===== src/logic/fir_accel_pkg.sv =====
// ********************
// Shared widths, register map and encodings for the FIR accelerator
// Imported by every RTL module and by the testbench
// ********************
package fir_accel_pkg;

  // ********************
  // Widths
  // ********************
  // Bus word and sample width
  localparam int DATA_W      = 16;
  localparam int ADDR_W      = 4;
  localparam int NUM_TAPS    = 4;
  localparam int TAP_IDX_W   = 2;
  // Unsigned Q1.15, 0x8000 is 1.0
  localparam int Q_FRAC_BITS = 15;
  // Room for four full 32-bit products
  localparam int ACC_W       = 34;

  // ********************
  // Register map
  // ********************
  localparam logic [ADDR_W-1:0] ADDR_STATUS     = 4'd0;
  localparam logic [ADDR_W-1:0] ADDR_RESULT     = 4'd2;
  localparam logic [ADDR_W-1:0] ADDR_SAMPLE     = 4'd4;
  // F0 at 6, F3 ends at 13
  localparam logic [ADDR_W-1:0] ADDR_COEF_START = 4'd6;
  localparam logic [ADDR_W-1:0] ADDR_COEF_END   = 4'd13;

  // Status bits
  localparam int STATUS_BUSY_BIT = 0;
  localparam int STATUS_ERR_BIT  = 1;

  // ********************
  // Encodings
  // ********************
  typedef enum logic [1:0] {
    IDLE   = 2'b00,
    BUSY   = 2'b01,
    NONSEQ = 2'b10,
    SEQ    = 2'b11
  } htrans_e;

  typedef enum logic {
    SIZE_BYTE = 1'b0,
    SIZE_HALF = 1'b1
  } hsize_e;

  // Decoded register target
  typedef enum logic [2:0] {
    REG_STATUS,
    REG_RESULT,
    REG_SAMPLE,
    REG_COEFF,
    REG_NONE
  } reg_sel_e;

  typedef enum logic [1:0] {
    FIR_IDLE,
    FIR_FETCH,
    FIR_ACCUM,
    FIR_DONE
  } fir_state_e;

endpackage

===== src/logic/fir_accel.sv =====
// ********************
// FIR accelerator top, AHB-Lite slave pins only
// Slave and datapath share the coefficient bank through the arbiter
// ********************
`timescale 1ns/1ps

module fir_accel import fir_accel_pkg::*; (
  input  logic              tb_clk,
  input  logic              rst,
  input  logic              hsel,
  input  htrans_e           htrans,
  input  logic [ADDR_W-1:0] haddr,
  input  hsize_e            hsize,
  input  logic              hwrite,
  input  logic [DATA_W-1:0] hwdata,
  output logic [DATA_W-1:0] hrdata,
  output logic              hresp
);

  // Bus side of the arbiter
  logic                 coef_bus_req;
  logic                 coef_bus_write;
  logic [TAP_IDX_W-1:0] coef_bus_idx;
  logic [1:0]           coef_bus_be;
  logic [DATA_W-1:0]    coef_bus_wdata;
  // Filter side of the arbiter
  logic                 coef_fir_valid;
  logic [TAP_IDX_W-1:0] coef_fir_idx;
  logic                 coef_fir_ready;
  logic                 coef_fir_rvalid;
  // Bank port
  logic                 bank_we;
  logic [TAP_IDX_W-1:0] bank_idx;
  logic [1:0]           bank_be;
  logic [DATA_W-1:0]    bank_wdata;
  logic [DATA_W-1:0]    bank_rdata;
  // Sample handshake and result
  logic                 sample_valid;
  logic [DATA_W-1:0]    sample_data;
  logic                 sample_ready;
  logic [DATA_W-1:0]    result;
  logic                 overflow;

  ahb_slave_port slave_i (
    .tb_clk         (tb_clk),
    .rst            (rst),
    .hsel           (hsel),
    .htrans         (htrans),
    .haddr          (haddr),
    .hsize          (hsize),
    .hwrite         (hwrite),
    .hwdata         (hwdata),
    .hrdata         (hrdata),
    .hresp          (hresp),
    .coef_bus_req   (coef_bus_req),
    .coef_bus_write (coef_bus_write),
    .coef_bus_idx   (coef_bus_idx),
    .coef_bus_be    (coef_bus_be),
    .coef_bus_wdata (coef_bus_wdata),
    .bank_rdata     (bank_rdata),
    .sample_valid   (sample_valid),
    .sample_data    (sample_data),
    .sample_ready   (sample_ready),
    .result         (result),
    .overflow       (overflow)
  );

  coeff_arbiter arbiter_i (
    .tb_clk          (tb_clk),
    .rst             (rst),
    .coef_bus_req    (coef_bus_req),
    .coef_bus_write  (coef_bus_write),
    .coef_bus_idx    (coef_bus_idx),
    .coef_bus_wdata  (coef_bus_wdata),
    .coef_bus_be     (coef_bus_be),
    .coef_fir_valid  (coef_fir_valid),
    .coef_fir_idx    (coef_fir_idx),
    .coef_fir_ready  (coef_fir_ready),
    .coef_fir_rvalid (coef_fir_rvalid),
    .bank_we         (bank_we),
    .bank_idx        (bank_idx),
    .bank_be         (bank_be),
    .bank_wdata      (bank_wdata)
  );

  coeff_bank bank_i (
    .tb_clk (tb_clk),
    .rst    (rst),
    .we     (bank_we),
    .idx    (bank_idx),
    .be     (bank_be),
    .wdata  (bank_wdata),
    .rdata  (bank_rdata)
  );

  fir_datapath datapath_i (
    .tb_clk          (tb_clk),
    .rst             (rst),
    .sample_valid    (sample_valid),
    .sample_data     (sample_data),
    .sample_ready    (sample_ready),
    .coef_fir_valid  (coef_fir_valid),
    .coef_fir_idx    (coef_fir_idx),
    .coef_fir_ready  (coef_fir_ready),
    .coef_fir_rvalid (coef_fir_rvalid),
    .bank_rdata      (bank_rdata),
    .result          (result),
    .overflow        (overflow)
  );

endmodule


===== src/logic/fir_datapath.sv =====
// ********************
// Four-tap FIR datapath, unsigned Q1.15 coefficients
// Takes one sample, walks the taps through the bank, saturates the result
// ********************
`timescale 1ns/1ps

module fir_datapath import fir_accel_pkg::*; (
  input  logic                 tb_clk,
  input  logic                 rst,
  input  logic                 sample_valid,
  input  logic [DATA_W-1:0]    sample_data,
  output logic                 sample_ready,
  output logic                 coef_fir_valid,
  output logic [TAP_IDX_W-1:0] coef_fir_idx,
  input  logic                 coef_fir_ready,
  input  logic                 coef_fir_rvalid,
  input  logic [DATA_W-1:0]    bank_rdata,
  output logic [DATA_W-1:0]    result,
  output logic                 overflow
);

  fir_state_e           state;
  fir_state_e           state_next;
  // hist[k] is the sample from k writes ago
  logic [DATA_W-1:0]    hist [NUM_TAPS];
  logic [TAP_IDX_W-1:0] fetch_tap;
  logic [TAP_IDX_W-1:0] acc_tap;
  logic [ACC_W-1:0]     acc;
  logic [2*DATA_W-1:0]  product;
  logic [ACC_W-1:0]     scaled;
  logic                 sample_take;
  logic                 fetch_take;

  assign sample_ready   = (state == FIR_IDLE);
  assign sample_take    = sample_valid & sample_ready;
  // Fetch requests held steady until the arbiter lets one through
  assign coef_fir_valid = (state == FIR_FETCH);
  assign coef_fir_idx   = fetch_tap;
  assign fetch_take     = coef_fir_valid & coef_fir_ready;

  // Coefficient returns pair with the matching history slot
  assign product = bank_rdata * hist[acc_tap];
  assign scaled  = acc >> Q_FRAC_BITS;

  // ********************
  // FSM
  // ********************
  always_comb begin
    state_next = state;
    case (state)
      FIR_IDLE: begin
        if (sample_take) begin
          state_next = FIR_FETCH;
        end
      end
      // Last tap issued, wait for its data
      FIR_FETCH: begin
        if (fetch_take && fetch_tap == TAP_IDX_W'(NUM_TAPS - 1)) begin
          state_next = FIR_ACCUM;
        end
      end
      FIR_ACCUM: begin
        if (coef_fir_rvalid) begin
          state_next = FIR_DONE;
        end
      end
      default: state_next = FIR_IDLE;
    endcase
  end

  always_ff @(posedge tb_clk) begin
    if (rst) begin
      state     <= FIR_IDLE;
      fetch_tap <= '0;
      acc_tap   <= '0;
      result    <= '0;
      overflow  <= 1'b0;
      for (int k = 0; k < NUM_TAPS; k++) begin
        hist[k] <= '0;
      end
    end else begin
      state <= state_next;
      // New sample shifts the history and clears the old flag
      if (sample_take) begin
        hist[0] <= sample_data;
        for (int k = 1; k < NUM_TAPS; k++) begin
          hist[k] <= hist[k-1];
        end
        fetch_tap <= '0;
        acc_tap   <= '0;
        overflow  <= 1'b0;
      end
      if (fetch_take) begin
        fetch_tap <= fetch_tap + 1'b1;
      end
      if (coef_fir_rvalid) begin
        acc_tap <= acc_tap + 1'b1;
      end
      // Saturate anything past 16 bits
      if (state == FIR_DONE) begin
        if (|scaled[ACC_W-1:DATA_W]) begin
          result   <= '1;
          overflow <= 1'b1;
        end else begin
          result <= scaled[DATA_W-1:0];
        end
      end
    end
  end

  // Accumulator, restarted by every sample
  always_ff @(posedge tb_clk) begin
    if (sample_take) begin
      acc <= '0;
    end else if (coef_fir_rvalid) begin
      acc <= acc + ACC_W'(product);
    end
  end

endmodule


===== src/logic/ahb_slave_port.sv =====
// ********************
// AHB-Lite slave for the FIR register map, no wait states
// Address phase is decoded and registered, reply comes in the data phase
// ********************
`timescale 1ns/1ps

module ahb_slave_port import fir_accel_pkg::*; (
  input  logic                 tb_clk,
  input  logic                 rst,
  input  logic                 hsel,
  input  htrans_e              htrans,
  input  logic [ADDR_W-1:0]    haddr,
  input  hsize_e               hsize,
  input  logic                 hwrite,
  input  logic [DATA_W-1:0]    hwdata,
  output logic [DATA_W-1:0]    hrdata,
  output logic                 hresp,
  output logic                 coef_bus_req,
  output logic                 coef_bus_write,
  output logic [TAP_IDX_W-1:0] coef_bus_idx,
  output logic [1:0]           coef_bus_be,
  output logic [DATA_W-1:0]    coef_bus_wdata,
  input  logic [DATA_W-1:0]    bank_rdata,
  output logic                 sample_valid,
  output logic [DATA_W-1:0]    sample_data,
  input  logic                 sample_ready,
  input  logic [DATA_W-1:0]    result,
  input  logic                 overflow
);

  // Address phase
  logic                 a_valid;
  reg_sel_e             a_sel;
  logic [ADDR_W-1:0]    a_off;
  logic [TAP_IDX_W-1:0] a_idx;
  logic [1:0]           a_be;
  logic                 a_err;
  logic                 a_launch;
  logic                 rd_req;
  // Data phase
  logic                 ph_valid;
  logic                 ph_write;
  reg_sel_e             ph_sel;
  logic                 ph_err;
  logic [TAP_IDX_W-1:0] ph_idx;
  logic [1:0]           ph_be;
  logic                 ph_launch;
  logic                 ph_fwd;
  // Coefficient write held back by a colliding read
  logic                 pend_valid;
  logic [TAP_IDX_W-1:0] pend_idx;
  logic [1:0]           pend_be;
  logic [DATA_W-1:0]    pend_wdata;
  logic                 wr_now;
  logic                 wr_go;
  logic [TAP_IDX_W-1:0] wr_idx;
  // Registers and read mux
  logic [DATA_W-1:0]    sample_q;
  logic [DATA_W-1:0]    coef_rd;
  logic [DATA_W-1:0]    status_word;

  // ********************
  // Address phase decode
  // ********************
  assign a_valid = hsel && (htrans == NONSEQ || htrans == SEQ);
  assign a_off   = haddr - ADDR_COEF_START;
  assign a_idx   = a_off[TAP_IDX_W:1];
  // Odd byte rides on the upper lane
  assign a_be    = (hsize == SIZE_HALF) ? 2'b11 : (haddr[0] ? 2'b10 : 2'b01);

  always_comb begin
    if (haddr[ADDR_W-1:1] == ADDR_STATUS[ADDR_W-1:1]) begin
      a_sel = REG_STATUS;
    end else if (haddr[ADDR_W-1:1] == ADDR_RESULT[ADDR_W-1:1]) begin
      a_sel = REG_RESULT;
    end else if (haddr[ADDR_W-1:1] == ADDR_SAMPLE[ADDR_W-1:1]) begin
      a_sel = REG_SAMPLE;
    end else if (haddr >= ADDR_COEF_START && haddr <= ADDR_COEF_END) begin
      a_sel = REG_COEFF;
    end else begin
      a_sel = REG_NONE;
    end
  end

  always_comb begin
    a_err = 1'b0;
    // Unmapped, 14 and 15
    if (a_sel == REG_NONE) begin
      a_err = 1'b1;
    end
    // Misaligned halfword
    if (hsize == SIZE_HALF && haddr[0]) begin
      a_err = 1'b1;
    end
    // Read-only registers
    if (hwrite && (a_sel == REG_STATUS || a_sel == REG_RESULT)) begin
      a_err = 1'b1;
    end
    // Filter busy, or a launch still sitting in its data phase
    if (hwrite && a_sel == REG_SAMPLE && (!sample_ready || ph_launch)) begin
      a_err = 1'b1;
    end
  end

  // Only a low-byte touch starts the filter
  assign a_launch = hwrite && a_sel == REG_SAMPLE && a_be[0] && !a_err;
  assign rd_req   = a_valid && !hwrite && a_sel == REG_COEFF && !a_err;

  always_ff @(posedge tb_clk) begin
    if (rst) begin
      ph_valid  <= 1'b0;
      ph_write  <= 1'b0;
      ph_sel    <= REG_NONE;
      ph_err    <= 1'b0;
      ph_launch <= 1'b0;
      ph_fwd    <= 1'b0;
    end else begin
      ph_valid  <= a_valid;
      ph_write  <= hwrite;
      ph_sel    <= a_sel;
      ph_err    <= a_valid & a_err;
      ph_launch <= a_valid & a_launch;
      // Read of a coefficient whose write has not reached the bank yet
      ph_fwd    <= rd_req & (pend_valid | wr_now) & (wr_idx == a_idx);
    end
  end

  always_ff @(posedge tb_clk) begin
    ph_idx <= a_idx;
    ph_be  <= a_be;
  end

  // ********************
  // Coefficient port
  // ********************
  // Write data only exists in the data phase, reads go out in the address phase
  assign wr_now = ph_valid && ph_write && ph_sel == REG_COEFF && !ph_err;
  assign wr_go  = (pend_valid | wr_now) & ~rd_req;
  assign wr_idx = pend_valid ? pend_idx : ph_idx;

  assign coef_bus_req   = rd_req | wr_go;
  assign coef_bus_write = ~rd_req;
  assign coef_bus_idx   = rd_req ? a_idx : wr_idx;
  assign coef_bus_be    = pend_valid ? pend_be : ph_be;
  assign coef_bus_wdata = pend_valid ? pend_wdata : hwdata;

  // Park the write for one or more cycles while reads hold the port
  always_ff @(posedge tb_clk) begin
    if (rst) begin
      pend_valid <= 1'b0;
    end else if (wr_now && rd_req) begin
      pend_valid <= 1'b1;
    end else if (!rd_req) begin
      pend_valid <= 1'b0;
    end
  end

  always_ff @(posedge tb_clk) begin
    if (wr_now && rd_req) begin
      pend_idx   <= ph_idx;
      pend_be    <= ph_be;
      pend_wdata <= hwdata;
    end
  end

  // Bank data with the parked lanes laid over it
  assign coef_rd = {(ph_fwd && pend_be[1]) ? pend_wdata[DATA_W-1:8] : bank_rdata[DATA_W-1:8],
                    (ph_fwd && pend_be[0]) ? pend_wdata[7:0] : bank_rdata[7:0]};

  // ********************
  // Sample register
  // ********************
  assign sample_data  = {ph_be[1] ? hwdata[DATA_W-1:8] : sample_q[DATA_W-1:8],
                         ph_be[0] ? hwdata[7:0] : sample_q[7:0]};
  assign sample_valid = ph_launch;

  always_ff @(posedge tb_clk) begin
    if (rst) begin
      sample_q <= '0;
    end else if (ph_valid && ph_write && ph_sel == REG_SAMPLE && !ph_err) begin
      sample_q <= sample_data;
    end
  end

  // ********************
  // Data phase reply
  // ********************
  always_comb begin
    status_word                  = '0;
    status_word[STATUS_BUSY_BIT] = ~sample_ready;
    status_word[STATUS_ERR_BIT]  = overflow;
  end

  always_comb begin
    hrdata = '0;
    if (ph_valid && !ph_write && !ph_err) begin
      case (ph_sel)
        REG_STATUS: hrdata = status_word;
        REG_RESULT: hrdata = result;
        REG_SAMPLE: hrdata = sample_q;
        REG_COEFF:  hrdata = coef_rd;
        default:    hrdata = '0;
      endcase
    end
  end

  // One-cycle error pulse
  assign hresp = ph_valid & ph_err;

endmodule


===== src/logic/coeff_arbiter.sv =====
// ********************
// Fixed-priority access to the coefficient bank
// Bus requester always wins, the filter waits on coef_fir_ready
// ********************
`timescale 1ns/1ps

module coeff_arbiter import fir_accel_pkg::*; (
  input  logic                 tb_clk,
  input  logic                 rst,
  input  logic                 coef_bus_req,
  input  logic                 coef_bus_write,
  input  logic [TAP_IDX_W-1:0] coef_bus_idx,
  input  logic [DATA_W-1:0]    coef_bus_wdata,
  input  logic [1:0]           coef_bus_be,
  input  logic                 coef_fir_valid,
  input  logic [TAP_IDX_W-1:0] coef_fir_idx,
  output logic                 coef_fir_ready,
  output logic                 coef_fir_rvalid,
  output logic                 bank_we,
  output logic [TAP_IDX_W-1:0] bank_idx,
  output logic [1:0]           bank_be,
  output logic [DATA_W-1:0]    bank_wdata
);

  logic fir_grant;

  // Filter only gets the bank when the bus is quiet
  assign coef_fir_ready = ~coef_bus_req;
  assign fir_grant      = coef_fir_valid & coef_fir_ready;

  // Steer the winner onto the bank port
  assign bank_idx   = coef_bus_req ? coef_bus_idx : coef_fir_idx;
  assign bank_we    = coef_bus_req & coef_bus_write;
  // No lanes without a write
  assign bank_be    = bank_we ? coef_bus_be : 2'b00;
  assign bank_wdata = coef_bus_wdata;

  // Owner tag for the next read cycle
  always_ff @(posedge tb_clk) begin
    if (rst) begin
      coef_fir_rvalid <= 1'b0;
    end else begin
      coef_fir_rvalid <= fir_grant;
    end
  end

endmodule


===== src/logic/coeff_bank.sv =====
// ********************
// Four coefficient registers with byte enables
// Single port, registered read data one cycle after the access
// ********************
`timescale 1ns/1ps

module coeff_bank import fir_accel_pkg::*; (
  input  logic                 tb_clk,
  input  logic                 rst,
  input  logic                 we,
  input  logic [TAP_IDX_W-1:0] idx,
  input  logic [1:0]           be,
  input  logic [DATA_W-1:0]    wdata,
  output logic [DATA_W-1:0]    rdata
);

  // Coefficient storage, F0 at index 0
  logic [DATA_W-1:0] coef_q [NUM_TAPS];

  // Write port
  always_ff @(posedge tb_clk) begin
    if (rst) begin
      for (int i = 0; i < NUM_TAPS; i++) begin
        coef_q[i] <= '0;
      end
    end else if (we) begin
      // Low lane
      if (be[0]) begin
        coef_q[idx][7:0] <= wdata[7:0];
      end
      // High lane
      if (be[1]) begin
        coef_q[idx][DATA_W-1:8] <= wdata[DATA_W-1:8];
      end
    end
  end

  // Read port, old value on a same-cycle write
  always_ff @(posedge tb_clk) begin
    rdata <= coef_q[idx];
  end

endmodule


===== config.mk =====
export PLATFORM = sky130hd
export DESIGN_NAME = fir_accel
export DESIGN_NICKNAME = d
export VERILOG_FILES = /design/src/logic/fir_accel_pkg.sv /design/src/logic/fir_accel.sv /design/src/logic/fir_datapath.sv /design/src/logic/ahb_slave_port.sv /design/src/logic/coeff_arbiter.sv /design/src/logic/coeff_bank.sv
export SDC_FILE = /design/constraint.sdc
export NUM_CORES = 1
export LEC_CHECK = 0
export ABC_AREA = 1
export BUFFER_PORTS_ARGS = -buffer_cell sky130_fd_sc_hd__buf_2
export CORE_MARGIN = 2
export CORE_UTILIZATION = 65
export CTS_BUF_LIST = sky130_fd_sc_hd__clkbuf_16
export CTS_CLUSTER_DIAMETER = 100
export DETAILED_ROUTE_END_ITERATION = 8
export HOLD_SLACK_MARGIN = 0.12
export PLACE_DENSITY = 0.84
export SLEW_MARGIN = 20
export SYNTH_ARGS = -nofsm -noshare
export SYNTH_HDL_FRONTEND = slang
export SYNTH_SLANG_ARGS = --single-unit

===== constraint.sdc =====
create_clock -name tb_clk -period 7.6 [get_ports tb_clk]
set_clock_uncertainty 0.15 [all_clocks]
set_input_delay 0.38 -clock tb_clk [delete_from_list [all_inputs] [get_ports tb_clk]]
set_output_delay 0.38 -clock tb_clk [all_outputs]
set_load 0.02 [all_outputs]

Word-level counts from Yosys, hierarchy flattened:

Memories as Yosys holds them, arrays and structs flattened. A register that Yosys moved wholly into a read port is not among the register bits.
Index checks and enable logic that the tools add are counted.

* $mul: 1
* mux-type cells: 57
* $lt $le $gt $ge: 2
* eq/ne operators: 20
* bitwise gates (word level): 18
* reductions and logical operators: 39
* $add $sub $neg: 4

Operators by type and width (number)
* 2-to-1 mux 16 bit: 8
* one-hot mux 16 bit (4 select lines): 1
* adder 34 x 32 -> 34 bit: 1
* multiplier 16 x 16 -> 32 bit: 1
* 2-to-1 mux 2 bit: 16
* 2-to-1 mux 8 bit: 4
* 2-to-1 mux 1 bit: 23
* logical AND 1 bit: 22
* OR reduction 16 bit: 1
* equality test 3 x 2 -> 1 bit, second input constant: 5
* 2-to-1 mux 3 bit: 4
* equality test 2 bit, second input constant: 5
* AND 1 bit: 9
* equality test 3 x 1 -> 1 bit, second input constant: 3
* logical NOT 3 bit: 3
* inequality test 2 bit, second input constant: 4
* bitwise OR 1 bit: 6
* one-hot mux 2 bit (3 select lines): 1
* logical NOT 1 bit: 5
* adder 2 x 1 -> 2 bit, second input constant: 2
* greater-or-equal comparator 4 x 3 -> 1 bit, second input constant: 1
* less-or-equal comparator 4 bit, second input constant: 1
* nonzero test 2 bit: 2
* equality test 3 bit, second input constant: 1
* other kinds (8): 12

* memories kept: 2
* input port bits: 27
* RAM bits: 128
* flip-flop bits (word level): 107
* logic and storage cells: 164

Memories
* bank_i.coef_q: words 4, width 16, read ports 1, clocked after memory_dff 1, wr ports 4, RTL line coeff_bank.sv:18 `logic [DATA_W-1:0] coef_q [NUM_TAPS];`
* datapath_i.hist: words 4, width 16, read ports 4, clocked after memory_dff 1, wr ports 4, RTL line fir_datapath.sv:25 `logic [DATA_W-1:0] hist [NUM_TAPS];`

Logic depth before layout (Yosys ltp):

* depth in word-level cells: 24
* gate-level depth with buffers: 32

Hierarchy:

Synthesis repeated with hierarchy kept, for this count alone.

* cell total of the unflattened synthesis: 2721
* area, all modules: 21599.5 um^2

Modules (own cells, without submodules)
* fir_datapath: instances 1, cells each 2000, sequential area each 3103.0 um^2, area an instance 15391.0 um^2
* coeff_bank: instances 1, cells each 283, sequential area each 2242.2 um^2, area an instance 3229.3 um^2
* ahb_slave_port: instances 1, cells each 406, sequential area each 1181.1 um^2, area an instance 2780.2 um^2
* coeff_arbiter: instances 1, cells each 32, sequential area each 20.0 um^2, area an instance 198.9 um^2

Worst setup path after synthesis:

Ideal clock, no wire load.

* path kind: register -> register
* from: register with a tool-made name
* to: register datapath_i.acc[25]
* slack: 1.322 ns
* cell stages (with the launch flop): 30
* required time: 7.341 ns
* library setup time: 0.109 ns
* path buffers: 3
* arrival: 6.019 ns
* period minus slack after synthesis: 6.278 ns
* cells stage by stage: dfxtp_1 > clkbuf_1 > clkbuf_1 > a21oi_1 > o21ai_0 > nand2_1 > inv_1 > clkbuf_1 > nand2_1 > fa_1 > inv_1 > fa_1 > inv_1 > fa_1 > inv_1 > fa_1 > fa_1 > inv_1 > fa_1 > inv_1 > ha_1 > nand2_1 > nor2_1 > nand2_1 > o21ai_0 > nand3_1 > nand3_1 > nand3_1 > nand2_1 > inv_1

RTL lines
* end signal: assignment: RTL line fir_datapath.sv:116 `acc <= acc + ACC_W'(product);`
* end: declaration: RTL line fir_datapath.sv:28 `logic [ACC_W-1:0] acc;`

==> summary.md <==
Status
• completed — outcome

Floorplanning
• 0.656 — starting density of the core
• 44 — count of boundary I/O pins
• 66 — standard-cell row count
• 185 um — x dimension of the die
• 32400 um2 — area of the core
• 34100 um2 — floorplan die area
• 185 um — Die Span Y

Yosys
• sky130_fd_sc_hd__fa_1, sky130_fd_sc_hd__edfxtp_1, sky130_fd_sc_hd__inv_1, sky130_fd_sc_hd__dfxtp_1, sky130_fd_sc_hd__nand2_1 — biggest area contributors in the synthesized netlist
• 2956 — number of nets produced by synthesis
• 8.20 um2 — Synth Area per Inst
• 0.189 — area share of and/or/nand/nor cells after synthesis
• 0.281 — adder-cell share of the synthesized area
• 21200 um2 — area of the mapped netlist
• 0.00701 — area share of xor/xnor cells in the synthesized design
• sky130_fd_sc_hd__fa_1 — largest area contributor in the synthesized netlist
• sky130_fd_sc_hd__edfxtp_1 — leading register cell type out of synthesis
• 2588 — number of instances in the synthesized netlist
• 0 — number of warnings printed during yosys synthesis
• 0.308 — post-synthesis sequential area ratio
• 0.213 — area share of the leading cell type in the synthesized netlist
• 0.000943 — portion of netlist area occupied by mux cells
• 148 — EDFF count, synth
• 0.0834 — post-synthesis compound-gate area fraction
• adder cells — main combinational cell family by area after synthesis
• 0 — async set-or-reset flop fraction in the synthesized netlist
• 52 — number of distinct library cell variants in the gate-level netlist after synthesis
• 253 — #FFs+latches synth

Clock network
• 28 — number of CTS-inserted buffers
• 0.59 ns — Clock Latency Late Sink
• 0.06 ns — clock edge transition at the registers on the reported setup and hold paths
• 3 — clock buffer depth
• 0 — number of buffers inserted by post-CTS setup repair
• 1 — total number of H-tree levels
• built — CTS tree
• 253 — number of clock sinks seen by CTS
• sky130_fd_sc_hd__clkbuf_16 — clock root buffer

Global routing
• 65 — largest net degree at the start of global routing
• 17700 — vias in the first global route
• 91.9 mm — first-pass GRT wire length
• 0 — antenna violations before repair
• 0 — gr ovfl total
• 0.352 — total track usage

Cells and area
• sky130_fd_sc_hd__inv_1 — leading cell type in the layout, fill and taps excluded
• 0.0680 — ratio of cells with drive above 1 in the final layout
• 2995 — post-layout net count
• 2450 — fill cell instance count of the final layout
• sky130_fd_sc_hd__inv_1, sky130_fd_sc_hd__nand2_1, sky130_fd_sc_hd__nor2_1 — commonest non-fill, non-tap cells in the layout
• 8.76% — layout-stage area growth over the synthesis result
• 23100 um2 — final non-filler cell area
• 0.713 — utilization after layout
• 0 — antenna diode count

Place
• 42 — Port-buffer cells
• 21900 um2 — Post-Place Cell Area
• 43.5 mm — detailed placement HPWL
• 0.977 — GPL Wtd Cong

Route
• 17600 — via count
• 6 — detailed-routing iteration count for the pre-antenna-repair pass
• 18.8 um — detail-routed net length per standard cell
• 0 — residual antenna-violating net count after detailed routing
• 58.1 mm — Total Routed Length
• 2077 — count of routing violations after the opening detailed-route iteration
• 0 — DRC violation count after routing
• 5.69 — routed via count divided by cell count

Setup path
• 7.99 ns — critical path required time
• flop — startpoint types
• 7.56 ns — CP Data Arrival Time
• flop — endpoint class of the critical path
• flop to flop — critical path type
• 49 — highest net fanout along the worst path

Run
• 0 — number of max-capacitance violations reported

STA
• 0 — max-slew violation total from the final report
• 1.06 ns — actual transition at the worst max-transition pin
• false — RSZ-0062 raised after global routing
• 7.17 ns — final critical delay including setup and external delays
• 0.944 — share of the cycle needed by the critical path after routing
• 0 — Hold Violations, Final
• 139 MHz — Fmax
• 0 ns — accumulated negative setup slack
• 0.291 — Slew HR
• 0 — number of setup violations in the final report

Worst hold path
• primary input to flop — Hold/Removal Path Class

==> timing repair <==
action | in CTS | in global routing
hold buffers | 25 | 0
hold endpoints to repair | 26 | 0
resized for setup | 0 | 0
==> cell type report <==
class	instances	area, um2	share of cell area
Sequential cell	253	6550	0.284
Clock buffer	28	701	0.0303
Clock inverter	24	210	0.00910
Multi-Input combinational cell	1610	12000	0.518
Inverter	627	2360	0.102
Tap cell	442	553	0.0240
Timing Repair Buffer	107	761	0.0329
==> cells by family (layout without fill, tap and decap cells) <==
logic type,after synthesis,after routing
AO/OA/AOI/OAI,328,328
XOR/XNOR,17,17
adder cells (fa/ha/maj),341,341
buffers and inverters,725,786
flip-flops,253,253
multiplexers,2,2
AND/OR/NAND/NOR,922,922
==> routing by layer <==
metal  vias up  wire [um]  global-route usage
li1       8003          -                   -
met1      8469      21700               0.455
met2       920      27200               0.569
met3       207       6450              0.0875
met4         0       2710               0.144
met5         -          0                   0
==> through the flow <==
stage / cells / setup WS [ns] / hold slack [ns]
after detailed placement: 3014 / 0.537 / 0.288
after global routing: 3091 / 0.0424 / 0.256
after global placement: 3014 / 0.653 / 0.270
final: 3091 / 0.427 / 0.241
after floorplan: 2588 / 1.32 / 0.256
after CTS: 3091 / 0.517 / 0.207
==> critical path, cell delays in order, from the launching register on <==
cell                       delay, ns
sky130_fd_sc_hd__dfxtp_2        0.86
sky130_fd_sc_hd__a21oi_1        0.14
sky130_fd_sc_hd__o21ai_0        0.12
sky130_fd_sc_hd__nand2_1        0.21
sky130_fd_sc_hd__inv_1          0.51
sky130_fd_sc_hd__nand2_1        0.14
sky130_fd_sc_hd__fa_1           0.51
sky130_fd_sc_hd__inv_1          0.05
sky130_fd_sc_hd__fa_1           0.50
sky130_fd_sc_hd__inv_1          0.05
sky130_fd_sc_hd__fa_1           0.57
sky130_fd_sc_hd__inv_1          0.06
sky130_fd_sc_hd__fa_1           0.48
sky130_fd_sc_hd__fa_1           0.50
sky130_fd_sc_hd__inv_1          0.05
sky130_fd_sc_hd__fa_1           0.48
sky130_fd_sc_hd__inv_1          0.04
sky130_fd_sc_hd__ha_1           0.32
sky130_fd_sc_hd__a21oi_1        0.21
sky130_fd_sc_hd__o21ai_0        0.18
sky130_fd_sc_hd__a21oi_1        0.16
sky130_fd_sc_hd__o21ai_0        0.11
sky130_fd_sc_hd__buf_4          0.19
sky130_fd_sc_hd__or2_2          0.27
sky130_fd_sc_hd__nand2_1        0.09
sky130_fd_sc_hd__o211ai_1       0.10
sky130_fd_sc_hd__inv_1          0.08
==> Yosys cell counts, types with 15 or more instances <==
cell type / n
sky130_fd_sc_hd__nor2_1: 308
sky130_fd_sc_hd__ha_1: 115
sky130_fd_sc_hd__inv_1: 602
sky130_fd_sc_hd__a211oi_1: 16
sky130_fd_sc_hd__dfxtp_1: 105
sky130_fd_sc_hd__fa_1: 226
sky130_fd_sc_hd__nand2_1: 442
sky130_fd_sc_hd__edfxtp_1: 148
sky130_fd_sc_hd__clkbuf_1: 89
sky130_fd_sc_hd__a21oi_1: 129
sky130_fd_sc_hd__o21ai_0: 142
sky130_fd_sc_hd__nand4_1: 36
sky130_fd_sc_hd__inv_2: 15
sky130_fd_sc_hd__nand3_1: 85
==> sequential cells by signal (all words and copies together) (netlist names), 2 cells and up, named ones only <==
signal and flops:
slave_i.pend_be 2, slave_i.ph_idx 2, slave_i.ph_sel 3, datapath_i.acc 34, datapath_i.state 2, datapath_i.coef_fir_idx 2
datapath_i.hist 64, slave_i.pend_idx 2, slave_i.sample_q 16, bank_i.coef_q 64, bank_i.rdata 16, datapath_i.result 16
slave_i.pend_wdata 16, slave_i.ph_be 2, datapath_i.acc_tap 2
==> final timing paths <==
| kind | from | cells after the start | slack (ns) | to |
|---|---|---|---|---|
| min reg2reg | slave_i.ph_idx[1]$_DFF_P_ | 0 | 0.31 | slave_i.pend_idx[1]$_DFFE_PP_ |
| max reg2reg | flop | 26 | 0.43 | datapath_i.acc[17]$_SDFFE_PP0P_ |
| min | rst | 2 | 0.24 | slave_i.ph_write$_SDFF_PP0_ |
| max | flop | 26 | 0.43 | datapath_i.acc[17]$_SDFFE_PP0P_ |
Power is left out: the tool's default activity adds up to more than one toggle a clock period on the data nets, which glitch-free logic cannot reach.
